$ cat config.mk
export PLATFORM = sky130hd
export DESIGN_NAME = vrf_interface_top
export DESIGN_NICKNAME = d
export VERILOG_FILES = /design/src/vrf_pkg.sv /design/src/vrf_iter_counter.sv /design/src/vrf_seq_ctrl.sv /design/src/vrf_operand_regs.sv /design/src/vrf_interface_top.sv
export SDC_FILE = /design/constraint.sdc
export NUM_CORES = 1
export LEC_CHECK = 0
export ABC_CLOCK_PERIOD_IN_PS = 4900
export BUFFER_PORTS_ARGS = -buffer_cell sky130_fd_sc_hd__buf_4
export CAP_MARGIN = 20
export CORE_ASPECT_RATIO = 1.1
export CORE_UTILIZATION = 50
export CTS_CLUSTER_SIZE = 24
export DETAILED_ROUTE_END_ITERATION = 12
export PLACE_DENSITY_LB_ADDON = 0.2
export SETUP_SLACK_MARGIN = 0.1
export SLEW_MARGIN = 20
export SYNTH_ARGS = -nofsm -noshare
export SYNTH_HDL_FRONTEND = slang
export SYNTH_SLANG_ARGS = --single-unit
$ cat constraint.sdc
create_clock -name clk_i -period 4.9 [get_ports clk_i]
set_input_delay 0.49 -clock clk_i [delete_from_list [all_inputs] [get_ports clk_i]]
set_output_delay 0.49 -clock clk_i [all_outputs]
set_load 0.05 [all_outputs]
$ cat src/vrf_pkg.sv
`default_nettype none

package vrf_pkg;

  //////////////////////////////////////////////////
  // Sizes
  //////////////////////////////////////////////////

  localparam int unsigned VLEN       = 128;
  localparam int unsigned PIPE_WIDTH = 32;
  localparam int unsigned CNT_W      = 8;

  // Elements per register at byte SEW and LMUL of one
  localparam logic [CNT_W-1:0] NUM_BYTE_OPS = CNT_W'((VLEN / PIPE_WIDTH) * 4);

  typedef logic [PIPE_WIDTH-1:0] word_t;

  //////////////////////////////////////////////////
  // Vector type encodings
  //////////////////////////////////////////////////

  typedef enum logic [2:0] {
    SEW_8  = 3'd0,
    SEW_16 = 3'd1,
    SEW_32 = 3'd2,
    SEW_64 = 3'd3
  } vsew_e;

  // Two's complement with negative values meaning fractional LMUL
  typedef enum logic [2:0] {
    LMUL_1    = 3'b000,
    LMUL_2    = 3'b001,
    LMUL_4    = 3'b010,
    LMUL_8    = 3'b011,
    LMUL_RSVD = 3'b100,
    LMUL_F8   = 3'b101,
    LMUL_F4   = 3'b110,
    LMUL_F2   = 3'b111
  } vlmul_e;

  typedef struct packed {
    vsew_e  sew;
    vlmul_e lmul;
  } vtype_t;

  // One enable per access of the operation
  typedef struct packed {
    logic rd_rs1;
    logic rd_rs2;
    logic wr_rd;
  } sel_op_t;

  //////////////////////////////////////////////////
  // Bus and address generator
  //////////////////////////////////////////////////

  typedef struct packed {
    logic  req;
    logic  we;
    word_t wdata;
  } mem_req_t;

  typedef struct packed {
    logic  gnt;
    logic  rvalid;
    word_t rdata;
  } mem_rsp_t;

  typedef struct packed {
    logic load;
    logic get_rs1;
    logic get_rs2;
    logic get_rd;
    logic incr;
  } agu_cmd_t;

endpackage

`default_nettype wire

$ cat src/vrf_iter_counter.sv
`timescale 1ns/1ps
`default_nettype none

module vrf_iter_counter (
  input  logic            clk_i,
  input  logic            rst_ni,
  input  logic            load_i,
  input  logic            step_i,
  input  vrf_pkg::vtype_t vtype_i,
  output logic            last_o
);

  logic [vrf_pkg::CNT_W-1:0] count_q;
  logic [vrf_pkg::CNT_W-1:0] base_cnt;
  logic [vrf_pkg::CNT_W-1:0] init_cnt;
  logic [2:0]                lmul_raw;
  logic [2:0]                lmul_mag;

  // Element count from SEW, then scaled by LMUL
  always_comb begin
    lmul_raw = vtype_i.lmul;
    lmul_mag = 3'(~lmul_raw + 3'd1);
    base_cnt = vrf_pkg::NUM_BYTE_OPS >> vtype_i.sew;
    if (lmul_raw[2]) begin
      init_cnt = base_cnt >> lmul_mag;
    end else begin
      init_cnt = base_cnt << lmul_raw;
    end
  end

  always_ff @(posedge clk_i or negedge rst_ni) begin
    if (!rst_ni) begin
      count_q <= '0;
    end else if (load_i) begin
      count_q <= init_cnt;
    end else if (step_i) begin
      count_q <= count_q - 1'b1;
    end
  end

  assign last_o = (count_q == 'd1);

  a_no_load_and_step : assert property (@(posedge clk_i) disable iff (!rst_ni)
    !(load_i && step_i));

  a_no_step_at_zero : assert property (@(posedge clk_i) disable iff (!rst_ni)
    step_i |-> (count_q != '0));

endmodule

`default_nettype wire

$ cat src/vrf_seq_ctrl.sv
`timescale 1ns/1ps
`default_nettype none

module vrf_seq_ctrl (
  input  logic               clk_i,
  input  logic               rst_ni,
  input  logic               req_i,
  input  vrf_pkg::sel_op_t   sel_op_i,
  input  vrf_pkg::word_t     wdata_i,
  input  logic               gnt_i,
  input  logic               last_i,
  output logic               load_o,
  output logic               step_o,
  output vrf_pkg::mem_req_t  mem_req_o,
  output vrf_pkg::agu_cmd_t  agu_o,
  output logic               vector_done_o
);

  typedef enum logic [2:0] {
    S_IDLE,
    S_START,
    S_READ1,
    S_READ2,
    S_WRITE
  } state_e;

  state_e state_q;
  state_e state_d;

  logic first_rs1;
  logic issue_first;
  logic iter_end;

  // An iteration opens with rs1 if selected, else directly with rs2
  assign first_rs1 = sel_op_i.rd_rs1;

  //////////////////////////////////////////////////
  // State register
  //////////////////////////////////////////////////

  always_ff @(posedge clk_i or negedge rst_ni) begin
    if (!rst_ni) begin
      state_q <= S_IDLE;
    end else begin
      state_q <= state_d;
    end
  end

  //////////////////////////////////////////////////
  // Next state and bus requests
  //////////////////////////////////////////////////

  always_comb begin
    state_d         = state_q;
    load_o          = 1'b0;
    step_o          = 1'b0;
    mem_req_o.req   = 1'b0;
    mem_req_o.we    = 1'b0;
    mem_req_o.wdata = wdata_i;
    agu_o           = '0;
    vector_done_o   = 1'b0;
    issue_first     = 1'b0;
    iter_end        = 1'b0;

    case (state_q)
      S_IDLE: begin
        if (req_i) begin
          agu_o.load = 1'b1;
          load_o     = 1'b1;
          state_d    = S_START;
        end
      end

      S_START: begin
        // Without a second read there is nothing legal to sequence
        if (sel_op_i.rd_rs2) begin
          issue_first = 1'b1;
        end else begin
          state_d = S_IDLE;
        end
      end

      // After the rs1 grant the rs2 read follows
      S_READ1: begin
        mem_req_o.req = 1'b1;
        agu_o.get_rs2 = 1'b1;
        if (gnt_i) begin
          agu_o.incr = 1'b1;
          state_d    = S_READ2;
        end
      end

      S_READ2: begin
        if (sel_op_i.wr_rd) begin
          mem_req_o.req = 1'b1;
          mem_req_o.we  = 1'b1;
          agu_o.get_rd  = 1'b1;
          if (gnt_i) begin
            agu_o.incr = 1'b1;
            state_d    = S_WRITE;
          end
        end else begin
          iter_end = 1'b1;
        end
      end

      S_WRITE: begin
        iter_end = 1'b1;
      end

      default: begin
        state_d = S_IDLE;
      end
    endcase

    // End of one iteration
    if (iter_end) begin
      if (last_i) begin
        vector_done_o = 1'b1;
        state_d       = S_IDLE;
      end else begin
        issue_first = 1'b1;
      end
    end

    // First read of an iteration is held until granted
    if (issue_first) begin
      mem_req_o.req = 1'b1;
      agu_o.get_rs1 = first_rs1;
      agu_o.get_rs2 = !first_rs1;
      if (gnt_i) begin
        agu_o.incr = 1'b1;
        step_o     = iter_end;
        state_d    = first_rs1 ? S_READ1 : S_READ2;
      end
    end
  end

  a_req_held : assert property (@(posedge clk_i) disable iff (!rst_ni)
    (mem_req_o.req && !gnt_i) |=> (mem_req_o.req && $stable(mem_req_o.we)));

endmodule

`default_nettype wire

$ cat src/vrf_operand_regs.sv
`timescale 1ns/1ps
`default_nettype none

module vrf_operand_regs (
  input  logic               clk_i,
  input  logic               rst_ni,
  input  vrf_pkg::mem_rsp_t  rsp_i,
  input  vrf_pkg::agu_cmd_t  agu_i,
  output vrf_pkg::word_t     rdata_a_o,
  output vrf_pkg::word_t     rdata_b_o
);

  logic rd_grant;
  logic pending_q;
  // Low for rs1, high for rs2
  logic target_q;

  assign rd_grant = rsp_i.gnt && (agu_i.get_rs1 || agu_i.get_rs2);

  //////////////////////////////////////////////////
  // Outstanding read tracking
  //////////////////////////////////////////////////

  always_ff @(posedge clk_i or negedge rst_ni) begin
    if (!rst_ni) begin
      pending_q <= 1'b0;
      target_q  <= 1'b0;
    end else if (rd_grant) begin
      pending_q <= 1'b1;
      target_q  <= agu_i.get_rs2;
    end else if (rsp_i.rvalid) begin
      pending_q <= 1'b0;
    end
  end

  // Capture uses the old target when a new grant lands on the rvalid cycle
  always_ff @(posedge clk_i or negedge rst_ni) begin
    if (!rst_ni) begin
      rdata_a_o <= '0;
      rdata_b_o <= '0;
    end else if (rsp_i.rvalid) begin
      if (target_q) begin
        rdata_b_o <= rsp_i.rdata;
      end else begin
        rdata_a_o <= rsp_i.rdata;
      end
    end
  end

  a_rvalid_needs_read : assert property (@(posedge clk_i) disable iff (!rst_ni)
    rsp_i.rvalid |-> pending_q);

  a_rvalid_after_gnt : assert property (@(posedge clk_i) disable iff (!rst_ni)
    rd_grant |=> rsp_i.rvalid);

endmodule

`default_nettype wire

$ cat src/vrf_interface_top.sv
`timescale 1ns/1ps
`default_nettype none

module vrf_interface_top (
  input  logic               clk_i,
  input  logic               rst_ni,

  // Controller side
  input  logic               req_i,
  input  vrf_pkg::sel_op_t   sel_op_i,
  input  vrf_pkg::vtype_t    vtype_i,
  input  vrf_pkg::word_t     wdata_i,
  output logic               vector_done_o,

  // Register file bus
  output vrf_pkg::mem_req_t  mem_req_o,
  input  vrf_pkg::mem_rsp_t  mem_rsp_i,

  // Address generator and operands
  output vrf_pkg::agu_cmd_t  agu_o,
  output vrf_pkg::word_t     rdata_a_o,
  output vrf_pkg::word_t     rdata_b_o
);

  logic cnt_load;
  logic cnt_step;
  logic cnt_last;

  vrf_iter_counter u_iter_counter (
    .clk_i   (clk_i),
    .rst_ni  (rst_ni),
    .load_i  (cnt_load),
    .step_i  (cnt_step),
    .vtype_i (vtype_i),
    .last_o  (cnt_last)
  );

  vrf_seq_ctrl u_seq_ctrl (
    .clk_i         (clk_i),
    .rst_ni        (rst_ni),
    .req_i         (req_i),
    .sel_op_i      (sel_op_i),
    .wdata_i       (wdata_i),
    .gnt_i         (mem_rsp_i.gnt),
    .last_i        (cnt_last),
    .load_o        (cnt_load),
    .step_o        (cnt_step),
    .mem_req_o     (mem_req_o),
    .agu_o         (agu_o),
    .vector_done_o (vector_done_o)
  );

  // Sees the same strobes the address generator gets
  vrf_operand_regs u_operand_regs (
    .clk_i     (clk_i),
    .rst_ni    (rst_ni),
    .rsp_i     (mem_rsp_i),
    .agu_i     (agu_o),
    .rdata_a_o (rdata_a_o),
    .rdata_b_o (rdata_b_o)
  );

endmodule

`default_nettype wire

### After elaboration in Yosys (flattened, before gate mapping)

Index checks and enable logic that the tools add are counted.

| operators by class | value |
|---|---|
| add/subtract/negate cells | 2 |
| equality and inequality tests | 5 |
| shift-type cells | 3 |
| mux-type cells | 38 |
| bitwise logic cells | 2 |
| reductions and logical operators | 7 |

Operators by type and width:

| kind | count |
|---|---|
| $mux 3 | 9 |
| $mux 8 | 3 |
| $mux 1 | 19 |
| $pmux 3 s5 | 1 |
| $eq 8x1->1 const B | 1 |
| $shl 8x3->8 | 1 |
| $shr 5x3->8 const A | 1 |
| $shr 8x3->8 | 1 |
| $sub 8x1->8 const B | 1 |
| $eq 3x2->1 const B | 2 |
| $mux 2 | 3 |
| $pmux 1 s2 | 3 |
| $reduce_and 2->1 | 2 |
| $add 3x1->3 const B | 1 |
| $eq 3x1->1 const B | 1 |
| $eq 3x3->1 const B | 1 |
| $logic_not 3->1 | 1 |
| $not 3->3 | 1 |
| $reduce_bool 2->1 | 1 |
| $logic_and 1x1->1 | 1 |
| $logic_not 1->1 | 1 |
| $logic_or 1x1->1 | 1 |
| $not 1->1 | 1 |

| storage, ports and cells | value |
|---|---|
| register bits after elaboration | 76 |
| output and inout bits | 104 |
| word-level logic and storage cells | 62 |

### Logic depth before layout (Yosys ltp)

| logic depth | value |
|---|---|
| word-level depth | 7 |
| depth in mapped cells | 9 |
| mapped depth without buffers | 7 |

### By module

From an unflattened synthesis, not the netlist that was laid out.

| unflattened totals | value |
|---|---|
| cell total of the unflattened synthesis | 318 |
| area total of the unflattened synthesis | 3861.2 um2 |

By module, submodules not included:

| module | instances | cells each | area an instance (um2) | sequential area each (um2) |
|---|---|---|---|---|
| vrf_operand_regs | 1 | 140 | 2471.1 | 1626.6 |
| vrf_iter_counter | 1 | 101 | 808.3 | 200.2 |
| vrf_seq_ctrl | 1 | 77 | 581.8 | 75.1 |

### Least setup slack after synthesis

Ideal clock, no wire load.

| path | value |
|---|---|
| path kind | register -> output |
| start point | register u_iter_counter.count_q[1] (netlist bit) |
| end point | output port agu_o[2] (netlist bit) |
| data arrival time | 2.442 ns |
| required time | 4.410 ns |
| path slack | 1.968 ns |
| stages on the path, launching flop included | 7 |
| buffers on the path | 0 |
| cells stage by stage | dfrtp_1 > inv_1 > ha_1 > or3b_2 > nor2_2 > o21ai_2 > a21boi_0 |

RTL lines:

| what | line | source |
|---|---|---|
| start: declaration | vrf_iter_counter.sv:13 | `logic [vrf_pkg::CNT_W-1:0] count_q;` |
| start signal: assignment | vrf_iter_counter.sv:35 | `count_q <= init_cnt;` |
| start signal: assignment | vrf_iter_counter.sv:37 | `count_q <= count_q - 1'b1;` |
| end: declaration | vrf_interface_top.sv:20 | `output vrf_pkg::agu_cmd_t agu_o,` |

==> impl_metrics.ini <==
[outcome]
status = finished, final reports clean

[timing]
fmax_mhz = 365
post-route-period-util_pct = 56.0
finalHoldViolCount = 0
setup_violations = 0
max_slew_margin_pct = 37.0
worst_slew_pin_slew_ns = 0.946
clock_skew_ns = 0.00894
finalSetupTns_ns = 0
rsz0062_at_grt = false
layout_min_cycle_time_ns = 2.74
maxSlewViolCount = 0

[detailed_routing]
wl_per_cell_um = 16.1
dr.pass1.iters = 4
antenna_left = 0
drt-total-wl_um = 7810
vias_per_cell = 5.62
via_count = 2722
drtIter0Drc = 124
drc_errors = 0

[die]
pin_count = 182
rows = 32
core_area_mm2 = 0.00717
fp.dieArea_mm2 = 0.00794
initial_core_util_pct = 53.0
die_w_um = 85.1
die_height_um = 93.4

[placed_design]
place_hpwl_um = 5760
port_buffers = 117
gp_routability_congestion = 0.786

[worst_setup_path]
crit_fanout = 6
crit_arrival_ns = 2.25
cp-start-kind = flip-flop
crit_path_end_kind = primary output
slowest_stage = or3b_2
crit_family = simple AND/OR/NAND/NOR gates
critPathMaxStageDelay_ns = 0.53
worstSetupPathType = reg2out
cp_num_buf_inv = 2
required_ns = 4.41
crit_chain = inv_1 > ha_1 > or3b_2 > nor2_2 > o21ai_2 > a21o_1 > and2_1 > buf_4

[synth]
synthesis.nets = 395
synthDistinctLibCells = 52
syn_area_mm2 = 0.00379
avgSynthCellArea_um2 = 12.1
synth.area.top_cells = dfrtp_1 50%, mux2_2 18%, buf_4 6.7%
syn_inst = 314
seq_area_frac_synth_pct = 50.1
synth_edf_count = 0
ys_top_cells_by_count = 76 x dfrtp_1, 61 x mux2_2, 34 x buf_4
synth.top_cell.area_share_pct = 50.1
yosys_warnings = 0
ys_seq_elements = 76
async_reset_ff_share_pct = 100
yosysMostFrequentCell = dfrtp_1
synth_area_leader_cell = dfrtp_1
synth_flop_cell = dfrtp_1

[clocking]
numClockSinks = 76
cts.clk_slew.worst_paths_ns = 0.08
cts_hold_buf = 0
post-cts-setup-buffers = 0
cts_tree = built
htreeDepth = 3
cts.path.max_buffers = 2
clock_latency_ns = 0.33
cts_root_buf = clkbuf_8
cts.repair.resized = 0
numCtsBuffers = 9

[power_and_ir_drop]
leakagePower_uw = 0.00214
power_density_mw_per_mm2 = 761
peakVddDrop_v = 0.000311
total_power_uw = 3560

[layout]
syn_to_final_growth_pct = 23.4
n_antenna_cell = 0
fin_nets = 477
drive_above_1_share_pct = 51.6

[global_route]
grt_max_degree = 77
grt_usage_pct = 20.4
antenna_found_initial = 0
grt_pass1_wl_um = 12700
grt_pass1_vias = 2634
gr-total-overflow = 0

[job]
drv_cap = 0

[worst_hold_path]
hp-class = in2async
power breakdown:
| part | switching, uW | total [uW] | internal, uW |
|---|---|---|---|
| Clock | 216 | 496 | 280 |
| Combinational | 1330 | 2010 | 679 |
| Sequential | 159 | 1060 | 899 |
| Total | 1700 | 3560 | 1860 |
layout make-up:
| cell class | instances | area, um^2 |
|---|---|---|
| flip-flops and latches | 76 | 1900 |
| repair buffers | 119 | 893 |
| clock inverters | 5 | 78.8 |
| fillers | 570 | 2480 |
| well taps | 85 | 106 |
| multi-input cells | 185 | 1560 |
| inverters | 5 | 18.8 |
| clock buffers | 9 | 124 |
stage by stage:
step | instances | util (%) | setup WS (ns) | cell area, um^2 | hold slack [ns]
global placement | 470 | 62.5 | 2.58 | 4480 | 0.477
floorplan | 314 | - | 1.97 | 3790 | 0.194
finish | 484 | 65.3 | 2.16 | 4680 | 0.289
global route | 484 | 65.3 | 2.04 | 4680 | 0.362
detailed placement | 470 | 62.5 | 2.50 | 4480 | 0.483
CTS | 484 | 65.3 | 2.13 | 4680 | 0.325
metal layers:
metal	GRT usage [%]	up-vias	routed length (um)
met5	0	-	0
met4	9.89	0	180
met3	4.06	25	472
met2	34.4	107	3840
met1	25.2	1328	3310
li1	-	1262	-
logic make-up after synthesis:
family	synth area share (%)
compound gates	6.76
xor+xnor	1.85
fa+ha+maj	0.989
buf+inv	8.77
flops	50.1
mux	19.3
simple gates	12.3
sequential cells by signal, summed over array words and instances, names as in the netlist:
name,cells
u_operand_regs.target_q,1
u_operand_regs.rdata_b_o,32
u_operand_regs.rdata_a_o,32
u_seq_ctrl.state_q,3
u_iter_counter.count_q,8
final timing paths:
kind	slack, ns	endpoint	from	cells after the start
max	2.16	agu_o[0]	u_iter_counter.count_q[1]	8
min	0.29	u_operand_regs.rdata_b_o[15]	rst_ni	1
max reg2reg	2.93	u_iter_counter.count_q[1]	u_iter_counter.count_q[1]	7
min reg2reg	0.50	u_operand_regs.rdata_a_o[9]	u_operand_regs.rdata_a_o[9]	1
max in group asynchronous	3.99	u_seq_ctrl.state_q[2]	rst_ni	1
min in group clk_i	0.36	u_operand_regs.target_q	sel_op_i[2]	2
cell usage in the layout (no fill, tap or decap), types with 3 or more instances in the layout:
cell	n
a21oi_1	10
and2_1	3
buf_4	119
clkbuf_8	9
dfrtp_1	76
ha_1	3
inv_1	4
mux2_1	3
mux2_2	61
nand2_1	6
nand2b_1	7
nor2_1	10
nor3_1	12
nor3b_1	3
nor4b_1	3
nor4bb_1	3
o21ai_0	5
o22ai_1	6
o2bb2ai_1	3
or3_1	5
xnor2_1	6
No activity file was read; power rests on OpenSTA's default activity.
